### src/hdl/rvExecPkg.sv
// RV32I execute stage shared definitions
// opcodes, selector codes, widths and the request/response/control structs

package rvExecPkg;

  localparam int xlen    = 32; // data width
  localparam int opcodeW = 7;

  localparam logic [xlen-1:0] pcStep = xlen'(4); // sequential pc increment

  typedef enum logic [opcodeW-1:0] {
    opCompute  = 7'b0110011,
    opICompute = 7'b0010011,
    opBranch   = 7'b1100011,
    opLoad     = 7'b0000011,
    opStore    = 7'b0100011,
    opJal      = 7'b1101111,
    opJalr     = 7'b1100111,
    opLui      = 7'b0110111,
    opAuipc    = 7'b0010111
  } opcodeE;

  typedef enum logic [2:0] {
    immNone = 3'b000,
    immI    = 3'b001,
    immS    = 3'b010,
    immB    = 3'b011,
    immU    = 3'b100,
    immJ    = 3'b101,
    immShI  = 3'b110 // shift amount only
  } immSelE;

  typedef enum logic [1:0] {
    wbAlu = 2'b00,
    wbMem = 2'b01,
    wbPc4 = 2'b10,
    wbImm = 2'b11
  } wbSelE;

  typedef enum logic [1:0] {
    sizeByte = 2'b00,
    sizeHalf = 2'b01,
    sizeWord = 2'b10
  } memSizeE;

  // same encoding as load funct3
  typedef enum logic [2:0] {
    ldByte  = 3'b000,
    ldHalf  = 3'b001,
    ldWord  = 3'b010,
    ldByteU = 3'b100,
    ldHalfU = 3'b101
  } loadTypeE;

  localparam logic srcAReg = 1'b0;
  localparam logic srcAPc  = 1'b1;
  localparam logic srcBReg = 1'b0;
  localparam logic srcBImm = 1'b1;

  typedef struct packed {
    immSelE   immSel;
    wbSelE    wbSel;
    logic     regWrite;
    logic     aluSrcA;  // register or pc
    logic     aluSrcB;  // register or immediate
    logic     memRead;
    logic     memWrite;
    memSizeE  memSize;
    loadTypeE loadType;
    logic     illegal;
  } ctrlT;

  typedef struct packed {
    logic [xlen-1:0] instr;
    logic [xlen-1:0] pc;
    logic [xlen-1:0] rs1Val;
    logic [xlen-1:0] rs2Val;
  } execReqT;

  typedef struct packed {
    logic [xlen-1:0] rdValue;
    logic            rdWrite;
    logic [xlen-1:0] nextPc;
    logic [xlen-1:0] memAddr;
    logic            memRead;
    logic            memWrite;
    memSizeE         memSize;
    loadTypeE        loadType;
    logic [xlen-1:0] storeData;
    logic            halt;
  } execRespT;

endpackage

### src/hdl/instDecoder.sv
// Instruction decoder
// maps the opcode to control signals and builds the immediate

module instDecoder (
  input  logic [rvExecPkg::xlen-1:0] instr,
  output rvExecPkg::ctrlT            ctrl,
  output logic [rvExecPkg::xlen-1:0] imm
);

  rvExecPkg::opcodeE opcode;
  logic [2:0]        funct3;

  assign opcode = rvExecPkg::opcodeE'(instr[rvExecPkg::opcodeW-1:0]);
  assign funct3 = instr[14:12];

  always_comb begin
    ctrl          = '0;
    ctrl.aluSrcA  = rvExecPkg::srcAReg;
    ctrl.aluSrcB  = rvExecPkg::srcBReg;
    ctrl.memSize  = rvExecPkg::sizeWord;
    ctrl.loadType = rvExecPkg::ldWord;
    case (opcode)
      rvExecPkg::opCompute: begin
        ctrl.regWrite = 1'b1;
        ctrl.wbSel    = rvExecPkg::wbAlu;
      end
      rvExecPkg::opICompute: begin
        if (funct3 == 3'b001 || funct3 == 3'b101)
          ctrl.immSel = rvExecPkg::immShI; // slli, srli, srai
        else
          ctrl.immSel = rvExecPkg::immI;
        ctrl.regWrite = 1'b1;
        ctrl.aluSrcB  = rvExecPkg::srcBImm;
        ctrl.wbSel    = rvExecPkg::wbAlu;
      end
      rvExecPkg::opLoad: begin
        ctrl.immSel   = rvExecPkg::immI;
        ctrl.regWrite = 1'b1;
        ctrl.aluSrcB  = rvExecPkg::srcBImm;
        ctrl.memRead  = 1'b1;
        ctrl.wbSel    = rvExecPkg::wbMem;
        ctrl.loadType = rvExecPkg::loadTypeE'(funct3);
        case (funct3)
          3'b000, 3'b100: ctrl.memSize = rvExecPkg::sizeByte; // lb, lbu
          3'b001, 3'b101: ctrl.memSize = rvExecPkg::sizeHalf; // lh, lhu
          3'b010:         ctrl.memSize = rvExecPkg::sizeWord;
          default:        ctrl.illegal = 1'b1;
        endcase
      end
      rvExecPkg::opStore: begin
        ctrl.immSel   = rvExecPkg::immS;
        ctrl.aluSrcB  = rvExecPkg::srcBImm;
        ctrl.memWrite = 1'b1;
        case (funct3)
          3'b000:  ctrl.memSize = rvExecPkg::sizeByte;
          3'b001:  ctrl.memSize = rvExecPkg::sizeHalf;
          3'b010:  ctrl.memSize = rvExecPkg::sizeWord;
          default: ctrl.illegal = 1'b1;
        endcase
      end
      rvExecPkg::opBranch: begin
        ctrl.immSel  = rvExecPkg::immB;
        ctrl.aluSrcA = rvExecPkg::srcAPc; // alu forms the branch target
        ctrl.aluSrcB = rvExecPkg::srcBImm;
      end
      rvExecPkg::opJal: begin
        ctrl.immSel   = rvExecPkg::immJ;
        ctrl.regWrite = 1'b1;
        ctrl.aluSrcA  = rvExecPkg::srcAPc;
        ctrl.aluSrcB  = rvExecPkg::srcBImm;
        ctrl.wbSel    = rvExecPkg::wbPc4;
      end
      rvExecPkg::opJalr: begin
        ctrl.immSel   = rvExecPkg::immI;
        ctrl.regWrite = 1'b1;
        ctrl.aluSrcB  = rvExecPkg::srcBImm;
        ctrl.wbSel    = rvExecPkg::wbPc4;
      end
      rvExecPkg::opLui: begin
        ctrl.immSel   = rvExecPkg::immU;
        ctrl.regWrite = 1'b1;
        ctrl.wbSel    = rvExecPkg::wbImm; // alu result unused
      end
      rvExecPkg::opAuipc: begin
        ctrl.immSel   = rvExecPkg::immU;
        ctrl.regWrite = 1'b1;
        ctrl.aluSrcA  = rvExecPkg::srcAPc;
        ctrl.aluSrcB  = rvExecPkg::srcBImm;
        ctrl.wbSel    = rvExecPkg::wbAlu;
      end
      default: ctrl.illegal = 1'b1; // unknown opcode
    endcase
  end

  always_comb begin
    case (ctrl.immSel)
      rvExecPkg::immI:   imm = {{20{instr[31]}}, instr[31:20]};
      rvExecPkg::immS:   imm = {{20{instr[31]}}, instr[31:25], instr[11:7]};
      rvExecPkg::immB:   imm = {{20{instr[31]}}, instr[7], instr[30:25], instr[11:8], 1'b0};
      rvExecPkg::immU:   imm = {instr[31:12], 12'b0};
      rvExecPkg::immJ:   imm = {{12{instr[31]}}, instr[19:12], instr[20], instr[30:21], 1'b0};
      rvExecPkg::immShI: imm = {27'b0, instr[24:20]}; // zero-extended shamt
      default:           imm = '0;
    endcase
  end

endmodule

### src/hdl/intAlu.sv
// RV32I integer ALU
// register and immediate ops, plus plain add for addresses and targets

module intAlu (
  input  logic [rvExecPkg::xlen-1:0] instr,
  input  logic [rvExecPkg::xlen-1:0] opA,
  input  logic [rvExecPkg::xlen-1:0] opB,
  output logic [rvExecPkg::xlen-1:0] result,
  output logic                       illegal
);

  rvExecPkg::opcodeE opcode;
  logic [2:0]        funct3;
  logic [6:0]        funct7;
  logic [4:0]        shamt;
  logic              isCompute;
  logic              isImm;
  logic              altOk;
  logic              f7Bad;

  assign opcode    = rvExecPkg::opcodeE'(instr[rvExecPkg::opcodeW-1:0]);
  assign funct3    = instr[14:12];
  assign funct7    = instr[31:25];
  assign shamt     = opB[4:0];
  assign isCompute = (opcode == rvExecPkg::opCompute);
  assign isImm     = (opcode == rvExecPkg::opICompute);

  // funct7 0100000 only exists for sub and sra
  assign altOk = (funct3 == 3'b000) || (funct3 == 3'b101);
  assign f7Bad = !((funct7 == 7'b0000000) || (funct7 == 7'b0100000 && altOk));

  always_comb begin
    result  = opA + opB; // default add covers addresses and targets
    illegal = 1'b0;
    if (isCompute || isImm) begin
      case (funct3)
        3'b000: if (isCompute && funct7[5]) result = opA - opB;
        3'b001: result = opA << shamt;
        3'b010: result = {31'b0, $signed(opA) < $signed(opB)};
        3'b011: result = {31'b0, opA < opB};
        3'b100: result = opA ^ opB;
        3'b101: begin
          if (funct7[5])
            result = $signed(opA) >>> shamt; // sra keeps the sign
          else
            result = opA >> shamt;
        end
        3'b110: result = opA | opB;
        default: result = opA & opB;
      endcase
      // immediate forms carry imm bits in funct7 except for shifts
      if (isCompute)
        illegal = f7Bad;
      else if (funct3 == 3'b001 || funct3 == 3'b101)
        illegal = f7Bad;
    end
  end

endmodule

### src/hdl/branchResolver.sv
// Branch resolver
// evaluates branch conditions, picks the next pc and checks target alignment

module branchResolver (
  input  logic [rvExecPkg::xlen-1:0] instr,
  input  logic [rvExecPkg::xlen-1:0] pc,
  input  logic [rvExecPkg::xlen-1:0] rs1Val,
  input  logic [rvExecPkg::xlen-1:0] rs2Val,
  input  logic [rvExecPkg::xlen-1:0] target,
  output logic [rvExecPkg::xlen-1:0] nextPc,
  output logic                       illegal,
  output logic                       misaligned
);

  rvExecPkg::opcodeE opcode;
  logic [2:0]        funct3;
  logic              taken;

  assign opcode = rvExecPkg::opcodeE'(instr[rvExecPkg::opcodeW-1:0]);
  assign funct3 = instr[14:12];

  always_comb begin
    taken   = 1'b0;
    illegal = 1'b0;
    if (opcode == rvExecPkg::opJal || opcode == rvExecPkg::opJalr) begin
      taken = 1'b1; // jumps always go
    end else if (opcode == rvExecPkg::opBranch) begin
      case (funct3)
        3'b000:  taken = (rs1Val == rs2Val);
        3'b001:  taken = (rs1Val != rs2Val);
        3'b100:  taken = ($signed(rs1Val) < $signed(rs2Val));
        3'b101:  taken = ($signed(rs1Val) >= $signed(rs2Val));
        3'b110:  taken = (rs1Val < rs2Val);
        3'b111:  taken = (rs1Val >= rs2Val);
        default: illegal = 1'b1; // 010 and 011 undefined
      endcase
    end
  end

  assign nextPc     = taken ? target : pc + rvExecPkg::pcStep;
  assign misaligned = taken && (target[1:0] != 2'b00);

endmodule

### src/hdl/execStage.sv
// RV32I execute stage behind a Wishbone classic slave
// one request in, one registered response out a cycle later with ack

module execStage (
  input  logic                 clk,
  input  logic                 rstN,
  input  logic                 cyc,
  input  logic                 stb,
  input  rvExecPkg::execReqT   datIn,
  output logic                 ack,
  output rvExecPkg::execRespT  datOut
);

  rvExecPkg::ctrlT             ctrl;
  rvExecPkg::execRespT         resp;
  logic [rvExecPkg::xlen-1:0] imm;
  logic [rvExecPkg::xlen-1:0] opA;
  logic [rvExecPkg::xlen-1:0] opB;
  logic [rvExecPkg::xlen-1:0] aluResult;
  logic [rvExecPkg::xlen-1:0] nextPc;
  logic [rvExecPkg::xlen-1:0] pcPlus4;
  logic                       aluIllegal;
  logic                       brIllegal;
  logic                       brMisaligned;
  logic                       memMisaligned;
  logic                       halt;
  logic                       accept;

  instDecoder dec0 (
    .instr (datIn.instr),
    .ctrl  (ctrl),
    .imm   (imm)
  );

  assign opA = (ctrl.aluSrcA == rvExecPkg::srcAPc)  ? datIn.pc : datIn.rs1Val;
  assign opB = (ctrl.aluSrcB == rvExecPkg::srcBImm) ? imm      : datIn.rs2Val;

  intAlu alu0 (
    .instr   (datIn.instr),
    .opA     (opA),
    .opB     (opB),
    .result  (aluResult),
    .illegal (aluIllegal)
  );

  branchResolver br0 (
    .instr      (datIn.instr),
    .pc         (datIn.pc),
    .rs1Val     (datIn.rs1Val),
    .rs2Val     (datIn.rs2Val),
    .target     (aluResult), // jump and branch target from alu
    .nextPc     (nextPc),
    .illegal    (brIllegal),
    .misaligned (brMisaligned)
  );

  // bytes are never misaligned
  always_comb begin
    memMisaligned = 1'b0;
    if (ctrl.memRead || ctrl.memWrite) begin
      case (ctrl.memSize)
        rvExecPkg::sizeHalf: memMisaligned = aluResult[0];
        rvExecPkg::sizeWord: memMisaligned = (aluResult[1:0] != 2'b00);
        default:             memMisaligned = 1'b0;
      endcase
    end
  end

  assign halt    = ctrl.illegal | aluIllegal | brIllegal | brMisaligned | memMisaligned;
  assign pcPlus4 = datIn.pc + rvExecPkg::pcStep;

  always_comb begin
    case (ctrl.wbSel)
      rvExecPkg::wbPc4: resp.rdValue = pcPlus4;
      rvExecPkg::wbImm: resp.rdValue = imm;
      rvExecPkg::wbMem: resp.rdValue = '0; // load data is not fetched here
      default:          resp.rdValue = aluResult;
    endcase
    resp.rdWrite   = ctrl.regWrite & ~halt;
    resp.nextPc    = nextPc;
    resp.memAddr   = aluResult;
    resp.memRead   = ctrl.memRead;
    resp.memWrite  = ctrl.memWrite;
    resp.memSize   = ctrl.memSize;
    resp.loadType  = ctrl.loadType;
    resp.storeData = datIn.rs2Val;
    resp.halt      = halt;
  end

  assign accept = cyc & stb & ~ack; // ack high blocks a second accept

  always_ff @(posedge clk or negedge rstN) begin
    if (!rstN) begin
      ack    <= 1'b0;
      datOut <= '0;
    end else begin
      ack <= accept; // single-cycle ack
      if (accept)
        datOut <= resp;
    end
  end

endmodule

### config.mk
export PLATFORM = sky130hd
export DESIGN_NAME = execStage
export DESIGN_NICKNAME = d
export VERILOG_FILES = /design/src/hdl/rvExecPkg.sv /design/src/hdl/instDecoder.sv /design/src/hdl/intAlu.sv /design/src/hdl/branchResolver.sv /design/src/hdl/execStage.sv
export SDC_FILE = /design/constraint.sdc
export NUM_CORES = 1
export LEC_CHECK = 0
export ABC_AREA = 1
export BUFFER_PORTS_ARGS = -buffer_cell sky130_fd_sc_hd__buf_2
export CELL_PAD_IN_SITES_DETAIL_PLACEMENT = 1
export CELL_PAD_IN_SITES_GLOBAL_PLACEMENT = 1
export CORE_MARGIN = 2
export CORE_UTILIZATION = 28
export CTS_CLUSTER_SIZE = 12
export DETAILED_ROUTE_END_ITERATION = 8
export PLACE_DENSITY_LB_ADDON = 0.1
export SYNTH_ARGS = -nofsm -noshare
export SYNTH_HDL_FRONTEND = slang
export SYNTH_SLANG_ARGS = --single-unit
### constraint.sdc
create_clock -name clk -period 1.9 [get_ports clk]
set_input_delay 0.38 -clock clk [delete_from_list [all_inputs] [get_ports clk]]
set_output_delay 0.38 -clock clk [all_outputs]
set_load 0.02 [all_outputs]
### After elaboration in Yosys (flattened, before gate mapping)

Index checks and enable logic that the tools add are counted.

* bits in registers: 138
* bits of input ports: 132
* output and inout port bits: 138
* word-level logic and storage cells: 124

* add/subtract/negate cells: 3
* order comparisons: 6
* equality and inequality tests: 30
* shift-type cells: 3
* multiplexer cells: 34
* bitwise gates (word level): 12
* reduce and logical (&&, ||, !) cells: 25

Operators with widths (count)
* 32-bit case mux with 7 select lines: 1
* 32-bit two-way mux: 6
* 32-bit case mux with 6 select lines: 1
* 32-bit < comparator: 4
* 32-bit case mux with 3 select lines: 1
* 32-bit >= comparator: 2
* 32-bit by 3-bit adder with 32-bit output, second input constant: 1
* 32-bit adder: 1
* 32-bit AND: 1
* 32-bit == test: 1
* 32-bit != test: 1
* 32-bit OR: 1
* 32-bit by 5-bit << shifter with 32-bit output: 1
* 32-bit by 5-bit right shift with 32-bit output: 1
* 32-bit by 5-bit >>> shifter with 32-bit output: 1
* 32-bit subtractor: 1
* 32-bit XOR: 1
* 7-bit by 6-bit == test with 1-bit output, second input constant: 4
* 3-bit == test, second input constant: 7
* 7-bit == test, second input constant: 3
* 3-bit case mux with 6 select lines: 1
* 1-bit two-way mux: 15
* 7-bit by 5-bit == test with 1-bit output, second input constant: 2
* 7-bit OR reduction: 2
* other kinds (24): 53

### Longest topological paths before layout

Gate-level depths: netlist of the first run.

* depth after elaboration: 17
* mapped depth: 37
* depth with buffers taken out: 35

### By module

From an unflattened synthesis of the first run, not the netlist that was laid out.

* cell total of the unflattened synthesis: 3855
* area total of the unflattened synthesis: 21245.4 µm²

Modules (own cells, without submodules)
* intAlu: instances 1, cells each 2280, area each 10847.9 µm², seq. area each 0.0 µm²
* execStage: instances 1, cells each 1013, area each 7275.7 µm², seq. area each 3453.3 µm²
* branchResolver: instances 1, cells each 394, area each 2160.8 µm², seq. area each 0.0 µm²
* instDecoder: instances 1, cells each 168, area each 960.9 µm², seq. area each 0.0 µm²

### Worst setup path after synthesis of the first run

No wires, ideal clock.

* path kind: in2reg
* from: input port datIn[97] (netlist bit)
* to: register datOut[133] (netlist bit)
* setup time: 0.117 ns
* arrival time: 4.373 ns
* data required time: 1.783 ns
* path slack: -2.590 ns
* cell stages on the path: 36
* buffers on the path: 3
* cells stage by stage: nand2_1 -> inv_1 -> nand2_2 -> nor2_4 -> nor2_4 -> nand2_2 -> nor2_4 -> inv_2 -> buf_2 -> o21ai_2 -> inv_1 -> buf_2 -> buf_2 -> ha_1 -> inv_1 -> nor2_1 -> a21oi_1 -> inv_1 -> nand2_1 -> nand2_1 -> a21boi_0 -> o21bai_1 -> a21boi_0 -> o21ai_0 -> nand2_1 -> nand2_1 -> nand2_1 -> nand2_1 -> nand2_1 -> nand3_1 -> nand3_1 -> nand3_1 -> nand2_1 -> nand3_1 -> nand2_1 -> nand2_1

* word-level cells in the longest chain between the ends: 11
* elaborated cells on any way between the ends: 46
* those cells by class: add/sub (2); eq/ne (18); shift (3); mux (12); bitwise (3); reduce/logical (8)

Ends and longest elaborated chain
* start, declared: line execStage.sv:9 `input rvExecPkg::execReqT datIn,`
* 7-bit by 6-bit == test with 1-bit output (tied with other cells): line instDecoder.sv:22 `case (opcode)`
* 2-bit OR reduction (no line)
* 3-bit case mux with 6 select lines: line instDecoder.sv:22
* 3-bit == test (tied with other cells): line instDecoder.sv:96 `case (ctrl.immSel)`
* 32-bit case mux with 6 select lines: line instDecoder.sv:96
* 32-bit two-way mux: line execStage.sv:36 `assign opB = (ctrl.aluSrcB == rvExecPkg::srcBImm) ? imm : datIn.rs2Val;`
* 32-bit adder (tied with other cells): line intAlu.sv:33 `result = opA + opB;`
* 32-bit two-way mux (on tied branches): line intAlu.sv:37, intAlu.sv:43
* 32-bit case mux with 7 select lines: line intAlu.sv:36 `case (funct3)`
* 32-bit two-way mux: line intAlu.sv:35 `if (isCompute || isImm) begin`
* 32-bit case mux with 3 select lines (*): line execStage.sv:73 `case (ctrl.wbSel)`
* end signal, assigned: line execStage.sv:99 `datOut <= resp;`
* end, declared: line execStage.sv:11 `output rvExecPkg::execRespT datOut`

Mark *: on every way between the ends. The rest lies on a longest branch, timed or not.
A chain may end at the register's enable or synchronous reset.

### Worst setup path after layout of the first run

* from: input port datIn[98] (netlist bit)
* to: register datOut[98] (netlist bit)

* word-level cells in the longest chain between the ends: 11
* elaborated cells on any way between the ends: 43
* those cells by class: add/sub (2); eq/ne (15); shift (3); mux (13); bitwise (3); reduce/logical (7)

Ends and longest elaborated chain
* 7-bit by 6-bit == test with 1-bit output (tied with other cells): line instDecoder.sv:22
* 2-bit OR reduction (no line)
* 3-bit case mux with 6 select lines: line instDecoder.sv:22
* 3-bit == test (tied with other cells): line instDecoder.sv:96
* 32-bit case mux with 6 select lines: line instDecoder.sv:96
* 32-bit two-way mux: line execStage.sv:36
* 32-bit adder (tied with other cells): line intAlu.sv:33
* 32-bit two-way mux (on tied branches): line intAlu.sv:37, intAlu.sv:43
* 32-bit case mux with 7 select lines: line intAlu.sv:36
* 32-bit two-way mux: line intAlu.sv:35
* 32-bit two-way mux (*): line branchResolver.sv:40 `assign nextPc = taken ? target : pc + rvExecPkg::pcStep;`

Marks and branches as above.

==> metrics.md, run 1 <==
| Metric | Value |
|---|---|
| Synth Cell Area | 17800 sq um |
| Register area share after synthesis | 19.4% |
| Dominant cells by area after synthesis | dfrtp_1, nand2_1, ha_1 |
| Hold crit path type | in -> reg |
| Number of buffers added on ports | 269 |
| Starting density of the core | 28.3% |
| Syn Inst Count | 2995 |
| Total number of yosys warnings | 0 |
| Most common cell after layout, fill and taps aside | buf_4 |
| Area Growth Syn to Fin | 77.3% |
| Die ar. | 65700 sq um |
| Hpwl dp | 95.8 mm |
| Share of cells above drive strength 1 | 47.1% |
| Multi-input gate area | 15600 sq um |
| Via/cell ratio | 5.22 |
| Synthesized area per cell | 5.96 sq um |
| Placed instance count | 4783 |
| Final setup viols | 98 |
| Outcome | finished, violations left |
| Fin crit share | 227% |
| LEAKAGE | 16.2 nW |
| Clock root cell | clkbuf_16 |
| Sw frac | 46.2% |
| # clock sinks | 138 |
| Failing checks | negative setup slack |
| Ys flop type | dfrtp_1 |
| Synth top area share | 19.4% |
| Max incr delay on CP | 0.27 ns |
| Core Area | 63100 sq um |
| Syn_nets | 3261 |
| Nets | 4383 |
| Clock Tree Buf Depth | 2 |
| RSZ-0062 raised after global routing | true |
| Setup Skew | 0.0122 ns |
| Comb pwr share | 60.7% |
| Site Rows | 92 |
| Drt total wl | 119 mm |
| H-Tree Depth | 4 |
| R2r setup slk | 0.40 ns |
| PD cells | 605 nW/um^2 |
| #FFs+latches synth | 138 |
| GRT overflow | 0 |
| Asr flop ratio synth | 100% |
| Max_cap viols | 0 |
| Setup Crit Path Kind | in -> reg |
| TritonCTS clock tree | done |
| Reg power frac | 20.4% |
| Number of synthesized flops with an enable pin | 0 |
| Largest net degree at the start of global routing | 74 |
| Worst path most repeated cell | nand2_4 |
| Diode count | 0 |
| Crit. End Element | register |
| Worst slew pin tran | 0.774 ns |
| Most frequent cells in the layout | buf_4, nand2_1, inv_1, buf_2, nor2_1 |
| Reg clk slew, reported paths | 0.07 ns |
| Pre-CTS setup slack | -3.18 ns |
| Synth cell types | 64 |
| DR iter-0 viols | 1756 |
| Detailed Routing Iterations Pass 1 | 6 |
| Gp weighted congestion | 0.994 |
| Post-Layout Inst Area | 31600 sq um |
| Worst EP arrival | 4.67 ns |
| Switching power | 8.83 mW |
| Initial antenna violation count | 1 |
| Fill cells | 8178 |
| Total Routing Usage GR | 35.1% |
| Die X | 256 um |
| First-pass GRT wire length | 174 mm |
| Vias | 26000 |
| Ports | 270 |
| Clock power frac | 18.9% |
| Critical path startpoint category | primary input |
| Register area | 3450 sq um |
| Dpl cell area | 26500 sq um |
| CTS Buf Count | 17 |
| Die height | 256 um |
| Final slew viol count | 0 |
| VDD IR max | 702 uV |
| DRC viols | 0 |
| Final hold vios | 0 |
| Vias in the first global route | 27400 |
| PnR worst setup slack | -2.41 ns |
| Detail Route Antenna Nets | 0 |
| WL per Instance | 23.9 um |
| Synth area leader | dfrtp_1 |
| Critical-path maximum fanout | 6 |
| CP max-delay cell | ha_4 |
| Fin crit period | 4.31 ns |
| Max_slew headroom | 48.4% |
| Non-Filler Instances | 4976 |
| FMAX | 0.232 GHz |
| Clk_lat worst skew | 0.48 ns |
| Worst endpoint required time | 2.26 ns |
| Internal power | 10.3 mW |
[worst paths after layout]
path                           start  cells after the start           to
setup / recovery           datIn[98]                     36   datOut[98]
hold / removal             datIn[26]                      3   datOut[27]
setup reg to reg                 ack                      5  datOut[115]
hold reg to reg            datOut[1]                      2    datOut[1]
max in group asynchronous       rstN                      3   datOut[27]
min in group asynchronous       rstN                      2   datOut[39]
[layer usage]
layer  part of all wire, %  up-vias  GRT usage (%)
li1                      -    12200              -
met5                 0.011        -              0
met1                    45    12900           47.0
met3                   5.1      171           5.33
met2                    46      705           57.5
met4                   3.6        2           11.8
[worst max-delay path: cells and delay by family]
family | cells | cell delay, ns
buf+inv | 8 | 0.84
fa+ha+maj | 1 | 0.27
simple gates | 16 | 1.58
compound gates | 11 | 1.56
[stage by stage]
| stage | hold slack (ns) | power (mW) | TNS, ns | utilization [%] |
|---|---|---|---|---|
| floorplan | 0.0844 | 8.45 | -163.00 | - |
| global placement | 0.301 | 13.3 | -263.73 | 42.0 |
| detailed placement | 0.310 | 13.4 | -272.21 | 42.0 |
| CTS | 0.220 | 18.4 | -175.59 | 48.1 |
| global route | 0.248 | 20.1 | -218.19 | 50.1 |
| finish | 0.253 | 19.1 | -203.53 | 50.1 |
[cell families after synthesis]
logic type	synth area share, %
flip-flops	19.4
AO/OA/AOI/OAI	22.9
XOR/XNOR	2.45
AND/OR/NAND/NOR	34.7
buffers and inverters	11.2
adder cells (fa/ha/maj)	9.48
[layout make-up]
type / count / share of cell area, %
multi-input combinational: 2358 / 49.4
timing repair buffer: 1261 / 30.2
sequential: 138 / 10.9
inverter: 341 / 4.18
tap: 846 / 3.35
clock buffer: 17 / 1.34
clock inverter: 15 / 0.566
[power by group through the flow]
stage                     clock network (mW)  logic [mW]  registers, mW
after global routing                    3.80        12.3           3.97
after global placement                     0        9.32           3.93
final                                   3.62        11.6           3.90
after floorplan                            0        3.85           4.60
after CTS                               3.69        10.8           3.90
after detailed placement                   0        9.48           3.95
[synth_stat cells (17+ instances only)]
library cell	n
nand2_1	848
inv_1	309
nand3_1	261
a21oi_1	228
nor2_1	226
o21ai_0	220
dfrtp_1	138
ha_1	132
o21ai_1	99
clkbuf_1	91
o211ai_1	47
a31oi_1	46
xor2_1	44
buf_2	42
nand4_1	26
inv_2	23
o21a_1	20
nor3_1	17
[state kept, by name, summed over array words and instances, names as in the netlist]
signal and count:
datOut 137, ack 1
[what timing repair did]
action                                  CTS  global route
endpoints found under the setup margin   98            98
hold endpoints to repair                 32             0
cloned                                    4             1
resized for setup                       588           202
pin swaps                               171           123
buffers inserted                        108            58
hold buffers                              1             0
(Power assumes the default switching activity.)
==> inputs of run 2 (changes only) <==
Settings changed: ABC_AREA 1 to not set, SKIP_CTS_REPAIR_TIMING set to 1.
==> run 2 against run 1 <==
Compared with the run above:
- the run still ends with negative setup slack left
- sequential power about the same
- synthesized cell count decreased by 13%
- register-to-register slack worse by 0.87 ns
- maximum frequency shrank 9.0%
- clock skew rose by 0.0056 ns
- worst hold slack got worse by 0.093 ns
- via count grew 1.7%
==> metrics.md, run 2 <==
| Metric | Value |
|---|---|
| Final setup viols | 98 |
| Crit. End Element | register |
| Share of cells above drive strength 1 | 49.4% |
| Power Total | 20.0 mW |
| Worst EP arrival | 5.13 ns |
| Via/cell ratio | 5.75 |
| Setup Skew | 0.0178 ns |
| RSZ-0062 raised after global routing | true |
| Detail Route Antenna Nets | 0 |
| Dpl cell area | 28200 sq um |
| Total Routing Usage GR | 39.5% |
| Vias in the first global route | 26400 |
| CP max-delay cell | or4_4 |
| #FFs+latches synth | 138 |
| Synth top area share | 18.9% |
| Starting density of the core | 28.3% |
| Syn Inst Count | 2594 |
| DRC viols | 0 |
| Synth Cell Area | 18200 sq um |
| Number of synthesized flops with an enable pin | 0 |
| Reg clk slew, reported paths | 0.07 ns |
| Worst path buffer plus inverter count | 7 |
| Die height | 259 um |
| Top cells by count, synth | nand2_1, a21oi_1, o21ai_0, nor2_1, dfrtp_1 |
| Area Growth Syn to Fin | 74.9% |
| Diode count | 0 |
| Failing checks | negative setup slack |
| Pre-CTS setup slack | -3.41 ns |
| WL per Instance | 30.7 um |
| TritonCTS clock tree | done |
| Worst flop-to-flop path startpoint | ack |
| Max reg flops | 137 |
| Placed instance count | 4511 |
| Ports | 270 |
| Setup Crit Path Kind | in -> reg |
| Final hold vios | 0 |
| Core Area | 64500 sq um |
| Post-Layout Inst Area | 31900 sq um |
| Die X | 259 um |
| Clock root cell | clkbuf_16 |
| CTS Buf Count | 17 |
| Site Rows | 93 |
| LEAKAGE | 14.7 nW |
| Dominant cells by area after synthesis | dfrtp_1, ha_1, a21oi_1 |
| Count leader, synth | nand2_1 |
| Synthesized area per cell | 7.03 sq um |
| Most frequent cells in the layout | buf_4, nand2_1, buf_2 |
| Initial antenna violation count | 1 |
| TNS Setup | -234.63 ns |
| Register area share after synthesis | 18.9% |
| Clock Tree Buf Depth | 2 |
| Synth cell types | 109 |
| H-Tree Depth | 4 |
| Gp weighted congestion | 1.05 |
| Worst slew pin tran | 0.935 ns |
| Synth area leader | dfrtp_1 |
| Nets | 3999 |
| Detailed Routing Iterations Pass 1 | 5 |
| Critical-path maximum fanout | 6 |
| Syn_nets | 2860 |
| Crit path max-delay family | compound AO/OA/AOI/OAI gates |
| Critical path startpoint category | primary input |
| Die ar. | 67200 sq um |
| Hpwl dp | 115 mm |
| Fin crit period | 4.74 ns |
| Max_slew headroom | 37.4% |
| Asr flop ratio synth | 100% |
| Max_cap viols | 0 |
| Clk_lat worst skew | 0.46 ns |
| Hold Startpoint | datIn[102] |
| PD cells | 629 nW/um^2 |
| Final slew viol count | 0 |
| Vias | 26400 |
| GRT overflow | 0 |
| PnR worst setup slack | -2.84 ns |
| Worst path most repeated cell | a21oi_2 |
| Largest net degree at the start of global routing | 134 |
| Fin crit share | 249% |
| Non-Filler Instances | 4601 |
| Worst endpoint required time | 2.29 ns |
| VDD IR max | 585 uV |
| # clock sinks | 138 |
| FMAX | 0.211 GHz |
| Hold crit path type | in -> reg |
| Biggest register | datOut |
| Max incr delay on CP | 0.59 ns |
| Number of buffers added on ports | 269 |
| Most common cell after layout, fill and taps aside | buf_4 |
| Total number of yosys warnings | 0 |
| Ys flop type | dfrtp_1 |
| Largest registers | datOut (137), ack (1) |
| CP startpoint | datIn[101] |
| Outcome | finished, violations left |
| R2r setup slk | -0.47 ns |
| Drt total wl | 141 mm |
| First-pass GRT wire length | 192 mm |
| DR iter-0 viols | 2173 |
-- run 2: changes by cell type after synthesis, moves of 21 or more --
cell / before / now
inv_1: 309 / 136
a211oi_1: 4 / 56
clkbuf_1: 91 / 127
nand2_1: 848 / 335
nand3_1: 261 / 61
o21ai_1: 99 / 50
xor2_1: 44 / 23
nor3_1: 17 / 100
o22ai_2: 0 / 21
a31oi_1: 46 / 24
a21oi_1: 228 / 293
xnor2_1: 6 / 49
mux2i_1: 0 / 64
-- run 2: worst paths after layout --
path,cells after the start,to
min,2,datOut[38]
max,25,datOut[0]
max in group asynchronous,3,datOut[12]
max reg2reg,5,datOut[106]
min reg2reg,2,datOut[50]
min in group asynchronous,2,datOut[31]
-- run 2: final cells by class --
cell class | count | area [sq um]
sequential | 138 | 3450
tap | 855 | 1070
inverter | 145 | 568
fill | 7826 | 32600
clock buffer | 18 | 439
timing repair buffer | 1321 | 10100
clock inverter | 14 | 150
multi-input combinational | 2110 | 16100
-- run 2: cell families after synthesis --
| family | count (synthesis) | synth area share [%] |
|---|---|---|
| buffers and inverters | 346 | 8.23 |
| multiplexers | 79 | 4.58 |
| XOR/XNOR | 72 | 3.46 |
| AND/OR/NAND/NOR | 866 | 21.8 |
| flip-flops | 138 | 18.9 |
| adder cells (fa/ha/maj) | 134 | 9.28 |
| AO/OA/AOI/OAI | 959 | 33.7 |
-- run 2: metrics by stage --
step | hold slack, ns | utilization (%)
6_report | 0.160 | 49.4
5_1_grt | 0.157 | 49.4
4_1_cts | -0.134 | 44.6
3_5_place_dp | 0.358 | 43.7
3_3_place_gp | 0.352 | 43.7
2_1_floorplan | 0.0844 | -
-- run 2: power by group --
part	switching [mW]	total (mW)	internal (mW)
clock	1.63	3.53	1.90
sequential	0.396	3.91	3.52
combinational	7.31	12.6	5.29
total	9.34	20.0	10.7
-- run 2: routing by layer --
metal | up-vias | global-route usage [%] | part of all wire (%)
met4 | 0 | 22.2 | 7.3
met5 | - | 0 | 0
li1 | 11700 | - | -
met1 | 13200 | 49.6 | 41
met3 | 323 | 5.31 | 6.2
met2 | 1193 | 65.2 | 46
